## src/verilog/cnn_geom_pkg.sv

```systemverilog
package cnn_geom_pkg;

  localparam int WORD_W      = 32; // bram data and address
  localparam int PIX_W       = 8;  // pixel, weight and result byte
  localparam int KSIZE       = 5;
  localparam int KTAPS       = 25; // KSIZE * KSIZE
  localparam int NUM_PE      = 8;  // one pe per output channel
  localparam int TILE_COLS   = 8;
  localparam int TILE_ROWS   = 6;
  localparam int IF_WORDS    = 12;
  localparam int W_WORDS     = 50;
  localparam int QUANT_SHIFT = 2;
  localparam int ACC_W       = 24;
  localparam int POOL_POS    = 4;  // conv positions per 2x2 pool window
  localparam int WORD_BYTES  = WORD_W / PIX_W;

  // tap i+5*j is row j, column i of the window
  typedef struct packed {
    logic [KTAPS-1:0][PIX_W-1:0] pix;
  } window_t;

  // same tap order as window_t, two's complement
  typedef struct packed {
    logic [KTAPS-1:0][PIX_W-1:0] w;
  } kernel_t;

  // lower channel sits in the top byte
  typedef struct packed {
    logic [PIX_W-1:0] b0;
    logic [PIX_W-1:0] b1;
    logic [PIX_W-1:0] b2;
    logic [PIX_W-1:0] b3;
  } pool_word_t;

endpackage

```

## src/verilog/cnn_ctrl_pkg.sv

```systemverilog
package cnn_ctrl_pkg;

  typedef enum logic [2:0] {
    IDLE  = 3'd0,
    LOAD  = 3'd1, // weight and tile fetch
    TILE  = 3'd2, // four conv positions through the pes
    WRITE = 3'd3, // two pooled words to temp ram
    DONE  = 3'd4
  } state_t;

  localparam int LOAD_LEN  = 51; // 50 reads plus one cycle of ram latency
  localparam int TILE_LEN  = 6;
  localparam int WRITE_LEN = 2;
  localparam int NUM_WIN   = 2;
  localparam int CNT_W     = $clog2(LOAD_LEN);

  // strobes from the fsm to the data path
  typedef struct packed {
    state_t phase;
    logic   win;   // pooling window index
    logic   clear; // rewind cache write pointers
    logic   sel;   // capture next 5x5 window
    logic   shift; // push pe results into the pool store
    logic   wr;    // temp ram write
  } ctrl_t;

endpackage

```

## src/verilog/cnn_ctrl_fsm.sv

```systemverilog
`timescale 1ns/10ps
module cnn_ctrl_fsm (
  input  logic                           clk,
  input  logic                           rst,
  input  logic                           i_start,
  input  logic [cnn_ctrl_pkg::CNT_W-1:0] i_count,
  output cnn_ctrl_pkg::ctrl_t            o_ctrl,
  output logic                           o_done
);

  cnn_ctrl_pkg::state_t state;
  cnn_ctrl_pkg::state_t state_nxt;
  logic                 win;
  logic                 last_win;
  logic                 load_end;
  logic                 tile_end;
  logic                 write_end;

  assign load_end  = (int'(i_count) == cnn_ctrl_pkg::LOAD_LEN - 1);
  assign tile_end  = (int'(i_count) == cnn_ctrl_pkg::TILE_LEN - 1);
  assign write_end = (int'(i_count) == cnn_ctrl_pkg::WRITE_LEN - 1);
  assign last_win  = (int'(win) == cnn_ctrl_pkg::NUM_WIN - 1);

  always_comb begin
    state_nxt = state;
    case (state)
      cnn_ctrl_pkg::IDLE:  if (i_start) state_nxt = cnn_ctrl_pkg::LOAD;
      cnn_ctrl_pkg::LOAD:  if (load_end) state_nxt = cnn_ctrl_pkg::TILE;
      cnn_ctrl_pkg::TILE:  if (tile_end) state_nxt = cnn_ctrl_pkg::WRITE;
      cnn_ctrl_pkg::WRITE: begin
        if (write_end) state_nxt = last_win ? cnn_ctrl_pkg::DONE : cnn_ctrl_pkg::TILE;
      end
      default: state_nxt = cnn_ctrl_pkg::IDLE; // done lasts one cycle
    endcase
  end

  always_ff @(posedge clk or posedge rst) begin
    if (rst) begin
      state <= cnn_ctrl_pkg::IDLE;
      win   <= 1'b0;
    end else begin
      state <= state_nxt;
      if (state == cnn_ctrl_pkg::IDLE) begin
        win <= 1'b0;
      end else if (state == cnn_ctrl_pkg::WRITE && write_end) begin
        win <= win + 1'b1; // next window after its words are out
      end
    end
  end

  // results reach the pool two cycles after their window is selected
  always_comb begin
    o_ctrl.phase = state;
    o_ctrl.win   = win;
    o_ctrl.clear = (state == cnn_ctrl_pkg::IDLE);
    o_ctrl.sel   = (state == cnn_ctrl_pkg::TILE) &&
                   (int'(i_count) < cnn_geom_pkg::POOL_POS);
    o_ctrl.shift = (state == cnn_ctrl_pkg::TILE) &&
                   (int'(i_count) >= cnn_ctrl_pkg::TILE_LEN - cnn_geom_pkg::POOL_POS);
    o_ctrl.wr    = (state == cnn_ctrl_pkg::WRITE);
  end

  assign o_done = (state == cnn_ctrl_pkg::DONE);

endmodule

```

## config.mk

```make
export PLATFORM = sky130hd
export DESIGN_NAME = cnn_ctrl_fsm
export DESIGN_NICKNAME = d
export VERILOG_FILES = /design/src/verilog/cnn_geom_pkg.sv /design/src/verilog/cnn_ctrl_pkg.sv /design/src/verilog/cnn_ctrl_fsm.sv
export SDC_FILE = /design/constraint.sdc
export NUM_CORES = 1
export LEC_CHECK = 0
export BUFFER_PORTS_ARGS = -buffer_cell sky130_fd_sc_hd__buf_2
export CORE_AREA = 2 2 39 41
export CTS_BUF_LIST = sky130_fd_sc_hd__clkbuf_16
export DETAILED_ROUTE_END_ITERATION = 16
export DIE_AREA = 0 0 41 43
export PLACE_DENSITY = 0.51
export SYNTH_ARGS = -nofsm -noshare
export SYNTH_HDL_FRONTEND = slang
export SYNTH_SLANG_ARGS = --single-unit
```

## constraint.sdc

```tcl
create_clock -name clk -period 1.8 [get_ports clk]
set_input_delay 0.36 -clock clk [delete_from_list [all_inputs] [get_ports clk]]
set_output_delay 0.36 -clock clk [all_outputs]
set_load 0.1 [all_outputs]
```

After elaboration in Yosys (flattened, before gate mapping)
Cells that the tools add are included.
Widths: inputs -> output; s select.
{ "totals": {"wordCells": 30, "ram_bits": 0, "romBits": 0, "latchBits": 0, "n_memories": 0, "out_inout_bits": 9, "inputBits": 9, "register_bits": 4} }
{ "classes": {"add_sub_neg": 1, "n_eq_ne": 11, "n_reduce_logical": 6, "n_shift": 0, "magnitude_cmp": 2, "div_mod_pow": 0, "muxes": 8, "mul": 0, "bitwise_logic": 0} }
{ "op_table": {"columns": ["operator", "count"], "rows": [
  ["$mux 3", 5],
  ["$pmux 3 s4", 1],
  ["$eq 3x2->1 const B", 2],
  ["$eq 6x2->1 const B", 1],
  ["$eq 6x4->1 const B", 1],
  ["$eq 6x5->1 const B", 1],
  ["$ge 6x2->1 const B", 1],
  ["$lt 6x3->1 const B", 1],
  ["$ne 2x2->1 const B", 3],
  ["$reduce_and 4->1", 1],
  ["$eq 3x1->1 const B", 1],
  ["$eq 3x3->1 const B", 1],
  ["$logic_and 1x1->1", 3],
  ["$logic_not 3->1", 1],
  ["$mux 1", 2],
  ["$ne 2x1->1 const B", 1],
  ["$reduce_bool 2->1", 1],
  ["$add 1x1->1 const B", 1]
]} }

Logic depth before layout (Yosys ltp)
Gate-level depths: netlist of the first run.
{ "depth": {"depth_word": 4, "depth_mapped": 3, "ltp_nobuf": 3} }

Worst setup path after synthesis of the first run
OpenSTA, ideal clock, no wires.
{ "synth_timing": {"path_kind": "reg-to-output", "start": "register state[1]", "end": "output o_ctrl[2] (netlist name)", "stages_incl_launch_ff": 4, "arrival_time_ns": 3.420, "path_slack_ns": -1.980, "n_path_buf": 0, "required_time_ns": 1.440, "cell_sequence": "dfrtp_1 > and2b_2 > nand2_1 > nor3_1"} }
{ "synth_lines": {"columns": ["item", "line_no", "source"], "rows": [
  ["start, declared", "cnn_ctrl_fsm.sv:11", "cnn_ctrl_pkg::state_t state;"],
  ["start signal, assigned", "cnn_ctrl_fsm.sv:39", "state <= cnn_ctrl_pkg::IDLE;"],
  ["start signal, assigned", "cnn_ctrl_fsm.sv:42", "state <= state_nxt;"],
  ["end, declared", "cnn_ctrl_fsm.sv:7", "output cnn_ctrl_pkg::ctrl_t o_ctrl,"]
]} }

==> results.cfg, run 1 <==
[placed_design]
place_congestion = 0.740
placed_area_um2 = 541
hpwl_um = 710
port_buffers = 17

[sta]
clock.fmax_mhz = 557
hold_viol_final = 0
finalSetupViolCount = 0
hold_ws_ns = 0.0128
min_period_ns = 1.79
drv_slew = 0
worst_clock_skew_ns = 0.00416
grt_setup_unrepaired = true
maxSlewHeadroom_pct = 67.7
worst_slew_pin_slew_ns = 0.488
period_share_pct = 99.7

[synth]
ys_ff_latch = 4
synth_area_um2 = 297
synth_cell_types = 20
synth.area.top_cells = dfrtp_1 34%, nand2_1 6.3%, nor3_1 5.1%, inv_1 5.1%, nor2_1 5.1%
ys_seq_area_share_pct = 33.8
avgSynthCellArea_um2 = 8.47
synth_ff_type = dfrtp_1
yosys.area.top_type = dfrtp_1
synth_top_area_share_pct = 33.8
yosys_warnings = 0
async_flop_share_pct = 100
synth_edf_count = 0
syn_inst = 35
syn_nets = 44

[clocking]
h-tree-depth = 1
clk_pin_slew_ns = 0.03
clk_latency_ns = 0.23
cts_buffer_depth = 2
ctsRootBufferMaster = clkbuf_16
cts_made_buffers = 3
cts.sinks = 4
cts_tree = done
hold_buffers = 0

[critical_path]
cp.arrival_ns = 1.43
path_delay_family = flip-flops
worstSetupEndpointType = output pin
critical_path.cell_chain = and2b_2 -> nand2_1 -> clkinvlp_4 -> buf_12
cp.required_ns = 1.44
slowest_stage = dfrtp_4
path_buf_inv = 2
start_kind = register
cp_max_fo = 8
critical_path_class = register to output pin
max_stage_delay_ns = 0.52

[layout]
fill_cells = 139
nets = 67
regArea_um2 = 111
area_delta_synth_final_pct = 111
multi_input_area_um2 = 223
design_area_um2 = 627
antenna_cells = 0
drive_gt1_share_pct = 59.6

[floorplanning]
ios = 18
rows = 14
initial_core_util_pct = 21.4
dieHeight_um = 43
die_area_um2 = 1760
die_w_um = 41
core_area_um2 = 1380

[flow_run]
drv_cap = 0

[global_route]
grt_max_degree = 10
overflow = 0
antenna_found_initial = 0
grt_pass1_vias = 332
grt_pass1_wl_um = 1390
grt_use_total_pct = 12.1

[detailed_routing]
drt-total-wl_um = 882
routed_via_density = 5.21
vias = 380
wire_per_inst_um = 12.1
dr.pass1.iters = 4
ant_nets = 0
drcViolationCount = 0
initialDrtViolationCount = 6

[power]
power.leakage_uw = 0.000268
p_per_area_nw_per_um2 = 1890
ir_drop_mv = 0.782

[run_status]
outcome = completed

[hold_path]
min_path_type = input pin to asynchronous set/reset pin
## cells by family after synthesis
logic type      Yosys count  share of synthesized area [%]
simple gates             20                           41.4
flops                     4                           33.8
compound gates            6                           17.3
buf+inv                   5                           7.59
## what timing repair did
item,4_1_cts,5_1_grt
gates resized for setup,0,0
buffers inserted,1,0
setup endpoints to repair,2,3
pin swaps,1,0
gates cloned,0,0
## worst reg2reg max path, delay by kind of cell (launching register included)
kind | cells | cell delay, ns
and+or+nand+nor | 1 | 0.26
buffers and inverters | 1 | 0.14
AOI/OAI and AO/OA | 2 | 0.39
DFF | 1 | 0.52
## synth_stat cells, types with 3 or more instances
master   instances
inv_1            4
dfrtp_1          4
nor2_1           4
nor3_1           3
nand2_1          5
## through the flow
stage                     TNS (ns)  std cells  power [uW]  util [%]  worst slack [ns]
after floorplan              -1.11         35         639         -            -0.370
after global placement           0         68         821      39.1             0.194
after detailed placement         0         68         821      39.1             0.189
after CTS                 -0.00298         73        1190      45.3          -0.00298
after global routing       -0.0739         73        1220      45.3           -0.0401
final                            0         73        1180      45.3           0.00611
## layout by cell type, fill, tap and decap left out, drive strengths merged
master	Yosys	routed
and2	1	1
o21ai	1	1
nor2	4	4
o221ai	1	1
a311oi	1	1
buf	1	19
a41o	1	1
nor4b	1	1
a211oi	1	1
nand2	5	5
o221a	1	1
and4	1	1
and2b	1	1
dfrtp	4	4
clkinvlp	0	1
inv	4	4
nor3	4	4
nor4	1	1
nand4	1	1
and4bb	1	1
clkbuf	0	3
## state kept, by name, summed over array words and instances, names as in the netlist
register,flops
last_win,1
state,3
## area by class of cell
cell class | count | area share (%)
multi-input cells | 26 | 35.5
inverters | 4 | 2.99
repair buffers | 19 | 27.9
flip-flops and latches | 4 | 17.8
clock inverters | 1 | 0.599
well taps | 16 | 3.19
clock buffers | 3 | 12.0
## path summary, 6_finish.rpt
check | from | end | slack (ns) | depth (start not counted)
setup / recovery | state[1] | o_ctrl[0] | 0.006 | 4
max in group asynchronous | rst | state[2] | 1.61 | 2
setup reg to reg | state[1] | last_win | 0.42 | 4
hold reg to reg | last_win | state[2] | 0.57 | 2
min in group clk | i_count[4] | state[2] | 0.46 | 4
hold / removal | rst | state[0] | 0.01 | 2
## per-layer routing
layer / global-route usage (%) / vias up / share of wire [%]
li1: - / 180 / -
met3: 9.42 / 0 / 9.5
met4: 3.33 / 0 / 0
met1: 13.7 / 182 / 43
met2: 17.2 / 18 / 48
met5: 0 / - / 0
## power by group
part           internal, uW  switching [uW]  total (uW)
clock network           287            67.9         355
logic                   187             444         631
registers               123            73.3         196
Note: power is estimated with default switching activity, not from simulation.
==> inputs of run 2 (changes only) <==
Settings changed: CTS_BUF_LIST sky130_fd_sc_hd__clkbuf_16 to default.
Clock period 1.8 ns to 2.21 ns, I/O delays scaled along.
==> run 2 against run 1 <==
- setup slack gained 0.23 ns
- sequential power shrank 20%
- clock skew shrank 0.0013 ns
- cell area shrank 21%
- clock power shrank 71%
- register-to-register slack gained 0.54 ns
- power shrank 43%
==> results.cfg, run 2 (synthesis gave the netlist of run 1 again) <==
[run_status]
outcome = completed

[sta]
min_period_ns = 1.97
grt_setup_unrepaired = false
maxSlewHeadroom_pct = 67.9
fin_ws_ns = 0.236
hold_viol_final = 0
clock.fmax_mhz = 507
worst_clock_skew_ns = 0.00285
finalSetupViolCount = 0
fin_setup_tns_ns = 0
worst_slew_pin_slew_ns = 0.484
period_share_pct = 89.3
drv_slew = 0

[layout]
fill_cells = 157
area_delta_synth_final_pct = 67.1
largest_reg_flops = 3
antenna_cells = 0
layout.cells.non_filler = 72
drive_gt1_share_pct = 55.4
regMostFlops = state
nets = 66
final_common_cell = buf_2
final_cell_mix = 16 x buf_2, 5 x nand2_1, 4 x nor2_1, 4 x inv_1

[floorplanning]
ios = 18
die_area_um2 = 1760
dieHeight_um = 43
core_area_um2 = 1380
rows = 14
die_w_um = 41
initial_core_util_pct = 21.4

[clocking]
post_cts_buffers = 0
cts_buffer_depth = 2
clk_pin_slew_ns = 0.04
cts-resized-gates = 0
h-tree-depth = 1
cts_made_buffers = 3
ctsRootBufferMaster = clkbuf_4
clk_latency_ns = 0.24
cts.sinks = 4
hold_buffers = 0
cts_tree = done

[global_route]
grt_use_total_pct = 11.8
grt_max_degree = 10
overflow = 0
antenna_found_initial = 0
grt_pass1_vias = 347
grt_pass1_wl_um = 1410

[detailed_routing]
wire_per_inst_um = 11.6
vias = 356
dr.pass1.iters = 4
drcViolationCount = 0
drt-total-wl_um = 835
initialDrtViolationCount = 6
ant_nets = 0
routed_via_density = 4.94

[flow_run]
drv_cap = 0

[critical_path]
critical_path.cell_chain = inv_1 -> nand2_1 -> a211oi_4 -> buf_2
r2r_end = last_win
worstSetupEndpointType = output pin
start_kind = register
worst_r2r_path_depth = 3
slowest_stage = buf_2
cp.depth = 4
cp_max_fo = 5
timing.rr.start = state[0]
ff2ff_setup_slack_ns = 0.96
cp.required_ns = 1.77
critical_path_class = register to output pin
path_delay_family = buffers and inverters
max_stage_delay_ns = 0.45
cp.arrival_ns = 1.53
path_buf_inv = 2

[placed_design]
hpwl_um = 650
post-place-ws_ns = 0.398
port_buffers = 17
placedCellCount = 68
place_congestion = 0.639

[power]
p_seq_share_pct = 23.3
p_per_area_nw_per_um2 = 1350
power.switching_uw = 434
switching_share_pct = 64.7
p_int_uw = 237
power.leakage_uw = 0.000230
comb_power_share_pct = 61.5
ir_drop_mv = 0.388
clkPwrFrac_pct = 15.2

[hold_path]
min_path_type = input pin to asynchronous set/reset pin
## run 2: changes by cell type in the layout (fill, tap and decap cells not counted)
cell	delta
buf_4	-1
nand2_1	+1
nand2_2	-1
buf_2	+4
clkbuf_16	-3
clkbuf_1	+1
clkbuf_4	+3
buf_12	-4
clkinvlp_4	-1
dfrtp_4	-2
dfrtp_2	+2
## run 2: final cells by class
| type | count | area [um^2] | area share [%] |
|---|---|---|---|
| Multi-Input combinational cell | 26 | 220 | 44.4 |
| Inverter | 4 | 15.0 | 3.03 |
| Timing Repair Buffer | 18 | 108 | 21.7 |
| Tap cell | 16 | 20.0 | 4.04 |
| Clock buffer | 4 | 26.3 | 5.30 |
| Sequential cell | 4 | 106 | 21.5 |
## run 2: stage by stage
step	cell area (um^2)	hold slack [ns]	util (%)	total power [uW]
3_3_place_gp	469	0.327	33.9	572
6_report	495	0.0761	35.8	670
2_1_floorplan	349	0.208	-	503
4_1_cts	495	0.0756	35.8	679
5_1_grt	495	0.0909	35.8	708
3_5_place_dp	469	0.333	33.9	572
## run 2: routing by layer
layer	share of wire [%]	wire, um	vias to the layer above	global-route usage [%]
li1	-	-	171	-
met1	45	376	171	14.9
met2	50	414	14	17.5
met3	5.3	44	0	0
met4	0	0	0	10.0
met5	0	0	-	0
## run 2: how the worst max path moves through the flow
stage,to,slack [ns],startpoint
after global placement,o_ctrl[1],0.40,i_count[2]
after global routing,o_ctrl[1],0.14,state[2]
final,o_ctrl[1],0.24,state[2]
after detailed placement,o_ctrl[1],0.40,i_count[2]
after floorplan,o_ctrl[2],-0.04,state[2]
after CTS,o_ctrl[1],0.23,state[2]
## run 2: power groups by stage
stage | Clock (uW) | Combinational, uW | Sequential [uW]
after floorplan | 0 | 246 | 256
after global placement | 0 | 413 | 158
after detailed placement | 0 | 414 | 158
after CTS | 107 | 414 | 159
after global routing | 112 | 433 | 162
final | 102 | 412 | 156
==> inputs of run 3 (changes only) <==
Settings changed: ABC_AREA from default to 1, PLACE_DENSITY 0.51 to 0.56.
==> run 3 against run 2 <==
- die area unchanged
- highest routed layer unchanged
- non-clock buffer count down 1
- via count up 9.3%
- critical endpoint unchanged
- area after synthesis up 21%
- clock skew down 0.00072 ns
- largest cell class unchanged
- global-route usage down 1.4 points
==> results.cfg, run 3 <==
[run_status]
outcome = completed

[synth]
syn_nets = 66
yosys_warnings = 0
synth_top_area_share_pct = 28.0
avgSynthCellArea_um2 = 6.28
ys_seq_area_share_pct = 28.0
syn_inst = 57
synth_commonest_cells = 12 x inv_1, 9 x nand2_1, 6 x nand2_2, 6 x nor2_1, 5 x nor3_1
synth_ff_type = dfrtp_1
synth_cell_types = 15
yosysMostFrequentCell = inv_1
synth_edf_count = 0
yosys.area.top_type = dfrtp_1
ys_ff_latch = 4
async_flop_share_pct = 100
synth_area_um2 = 358
synth.area.top_cells = dfrtp_1 28%, inv_1 13%, nand2_2 10%, nand2_1 9.4%, nor3_1 7.0%

[layout]
antenna_cells = 0
largest_reg_flops = 3
drive_gt1_share_pct = 47.4
area_delta_synth_final_pct = 42.7
regMostFlops = state
fill_cells = 163
utilization_pct = 36.9
final_common_cell = buf_2
nets = 87
layout.cells.non_filler = 92
final_cell_mix = 16 x buf_2, 11 x inv_1, 9 x nand2_1, 6 x nand2_2, 6 x nor2_1

[floorplanning]
die_w_um = 41
initial_core_util_pct = 25.9
ios = 18
core_area_um2 = 1380
dieHeight_um = 43
rows = 14
die_area_um2 = 1760

[global_route]
overflow = 0
grt_use_total_pct = 10.4
grt_pass1_vias = 339
grt_max_degree = 10
antenna_found_initial = 0
grt_pass1_wl_um = 1250

[detailed_routing]
vias = 389
dr.pass1.iters = 4
drcViolationCount = 0
ant_nets = 0
wire_per_inst_um = 8.67
drt-total-wl_um = 798
routed_via_density = 4.23
initialDrtViolationCount = 3

[placed_design]
place_congestion = 0.719
port_buffers = 17
placedCellCount = 89
hpwl_um = 679

[critical_path]
critical_path.cell_chain = inv_1 -> nand2_2 -> nor2_1 -> o21ai_0 -> inv_2 -> clkbuf_4
cp_max_fo = 4
start_kind = register
slowest_stage = dfrtp_2
cp.required_ns = 1.77
critical_path_class = register to output pin
worstSetupEndpointType = output pin
cp.arrival_ns = 1.57
ff2ff_setup_slack_ns = 0.92
max_stage_delay_ns = 0.42

[sta]
fin_setup_tns_ns = 0
worst_slew_pin_slew_ns = 0.488
maxSlewHeadroom_pct = 67.7
finalSetupViolCount = 0
hold_viol_final = 0
grt_setup_unrepaired = false
clock.fmax_mhz = 498
period_share_pct = 90.8
drv_slew = 0
min_period_ns = 2.01
worst_clock_skew_ns = 0.00213

[clocking]
cts.sinks = 4
h-tree-depth = 1
cts_made_buffers = 3
ctsRootBufferMaster = clkbuf_4
post_cts_buffers = 0
clk_pin_slew_ns = 0.04
cts_buffer_depth = 2
clk_latency_ns = 0.23
cts_tree = done

[flow_run]
drv_cap = 0

[hold_path]
min_path_type = input pin to asynchronous set/reset pin
-- run 3: layout make-up --
type                            count  area [um^2]  area share, %
Multi-Input combinational cell     39          229           44.9
Sequential cell                     4          103           20.1
Timing Repair Buffer               17         87.6           17.2
Inverter                           13         48.8           9.56
Clock buffer                        3         22.5           4.41
Tap cell                           16         20.0           3.92
-- run 3: path summary, 6_finish.rpt --
path / endpoint / start / cells after the start
hold / removal: state[0] / rst / 2
setup reg to reg: state[1] / state[0] / 7
max in group asynchronous: state[1] / rst / 2
setup / recovery: o_ctrl[1] / state[2] / 6
hold reg to reg: state[2] / last_win / 2
min in group clk: state[2] / last_win / 2
-- run 3: critical path: cells and delay by family (launching register included) --
kind | cells | cell delay (ns)
flops | 1 | 0.42
compound gates | 1 | 0.12
simple gates | 2 | 0.28
buf+inv | 3 | 0.50
-- run 3: kinds of logic (layout without fill, tap and decap cells) --
logic type | count (synthesis) | in the layout | synth area share, %
AO/OA/AOI/OAI | 6 | 6 | 8.74
AND/OR/NAND/NOR | 33 | 33 | 47.5
flip-flops | 4 | 4 | 28.0
buffers and inverters | 14 | 33 | 15.7
-- run 3: repair_timing --
| action | 4_1_cts | 5_1_grt |
|---|---|---|
| hold endpoints to repair | 0 | 0 |
| endpoints found under the setup margin | 0 | 1 |
| hold buffers | 0 | 0 |
| resized for setup | 0 | 1 |
-- run 3: through the flow --
step                      hold WS [ns]  instance area (um^2)  setup slack (ns)
after CTS                       0.0766                   508            0.0864
final                           0.0804                   510             0.203
after detailed placement         0.330                   485             0.352
after global routing            0.0797                   510            0.0862
after global placement           0.325                   485             0.342
after floorplan                  0.208                   388            -0.165
-- run 3: routing by layer --
layer  up-vias  global-route usage [%]  part of all wire, %  wire, um
met3         0                    6.28                  4.4        35
met4         0                    2.00                    0         0
met1       168                    13.1                   45       360
met5         -                       0                    0         0
li1        214                       -                    -         -
met2         7                    15.0                   50       401
Power of run 3 is left out: the tool's default activity adds up to more than one toggle a clock period on the data nets, which glitch-free logic cannot reach.
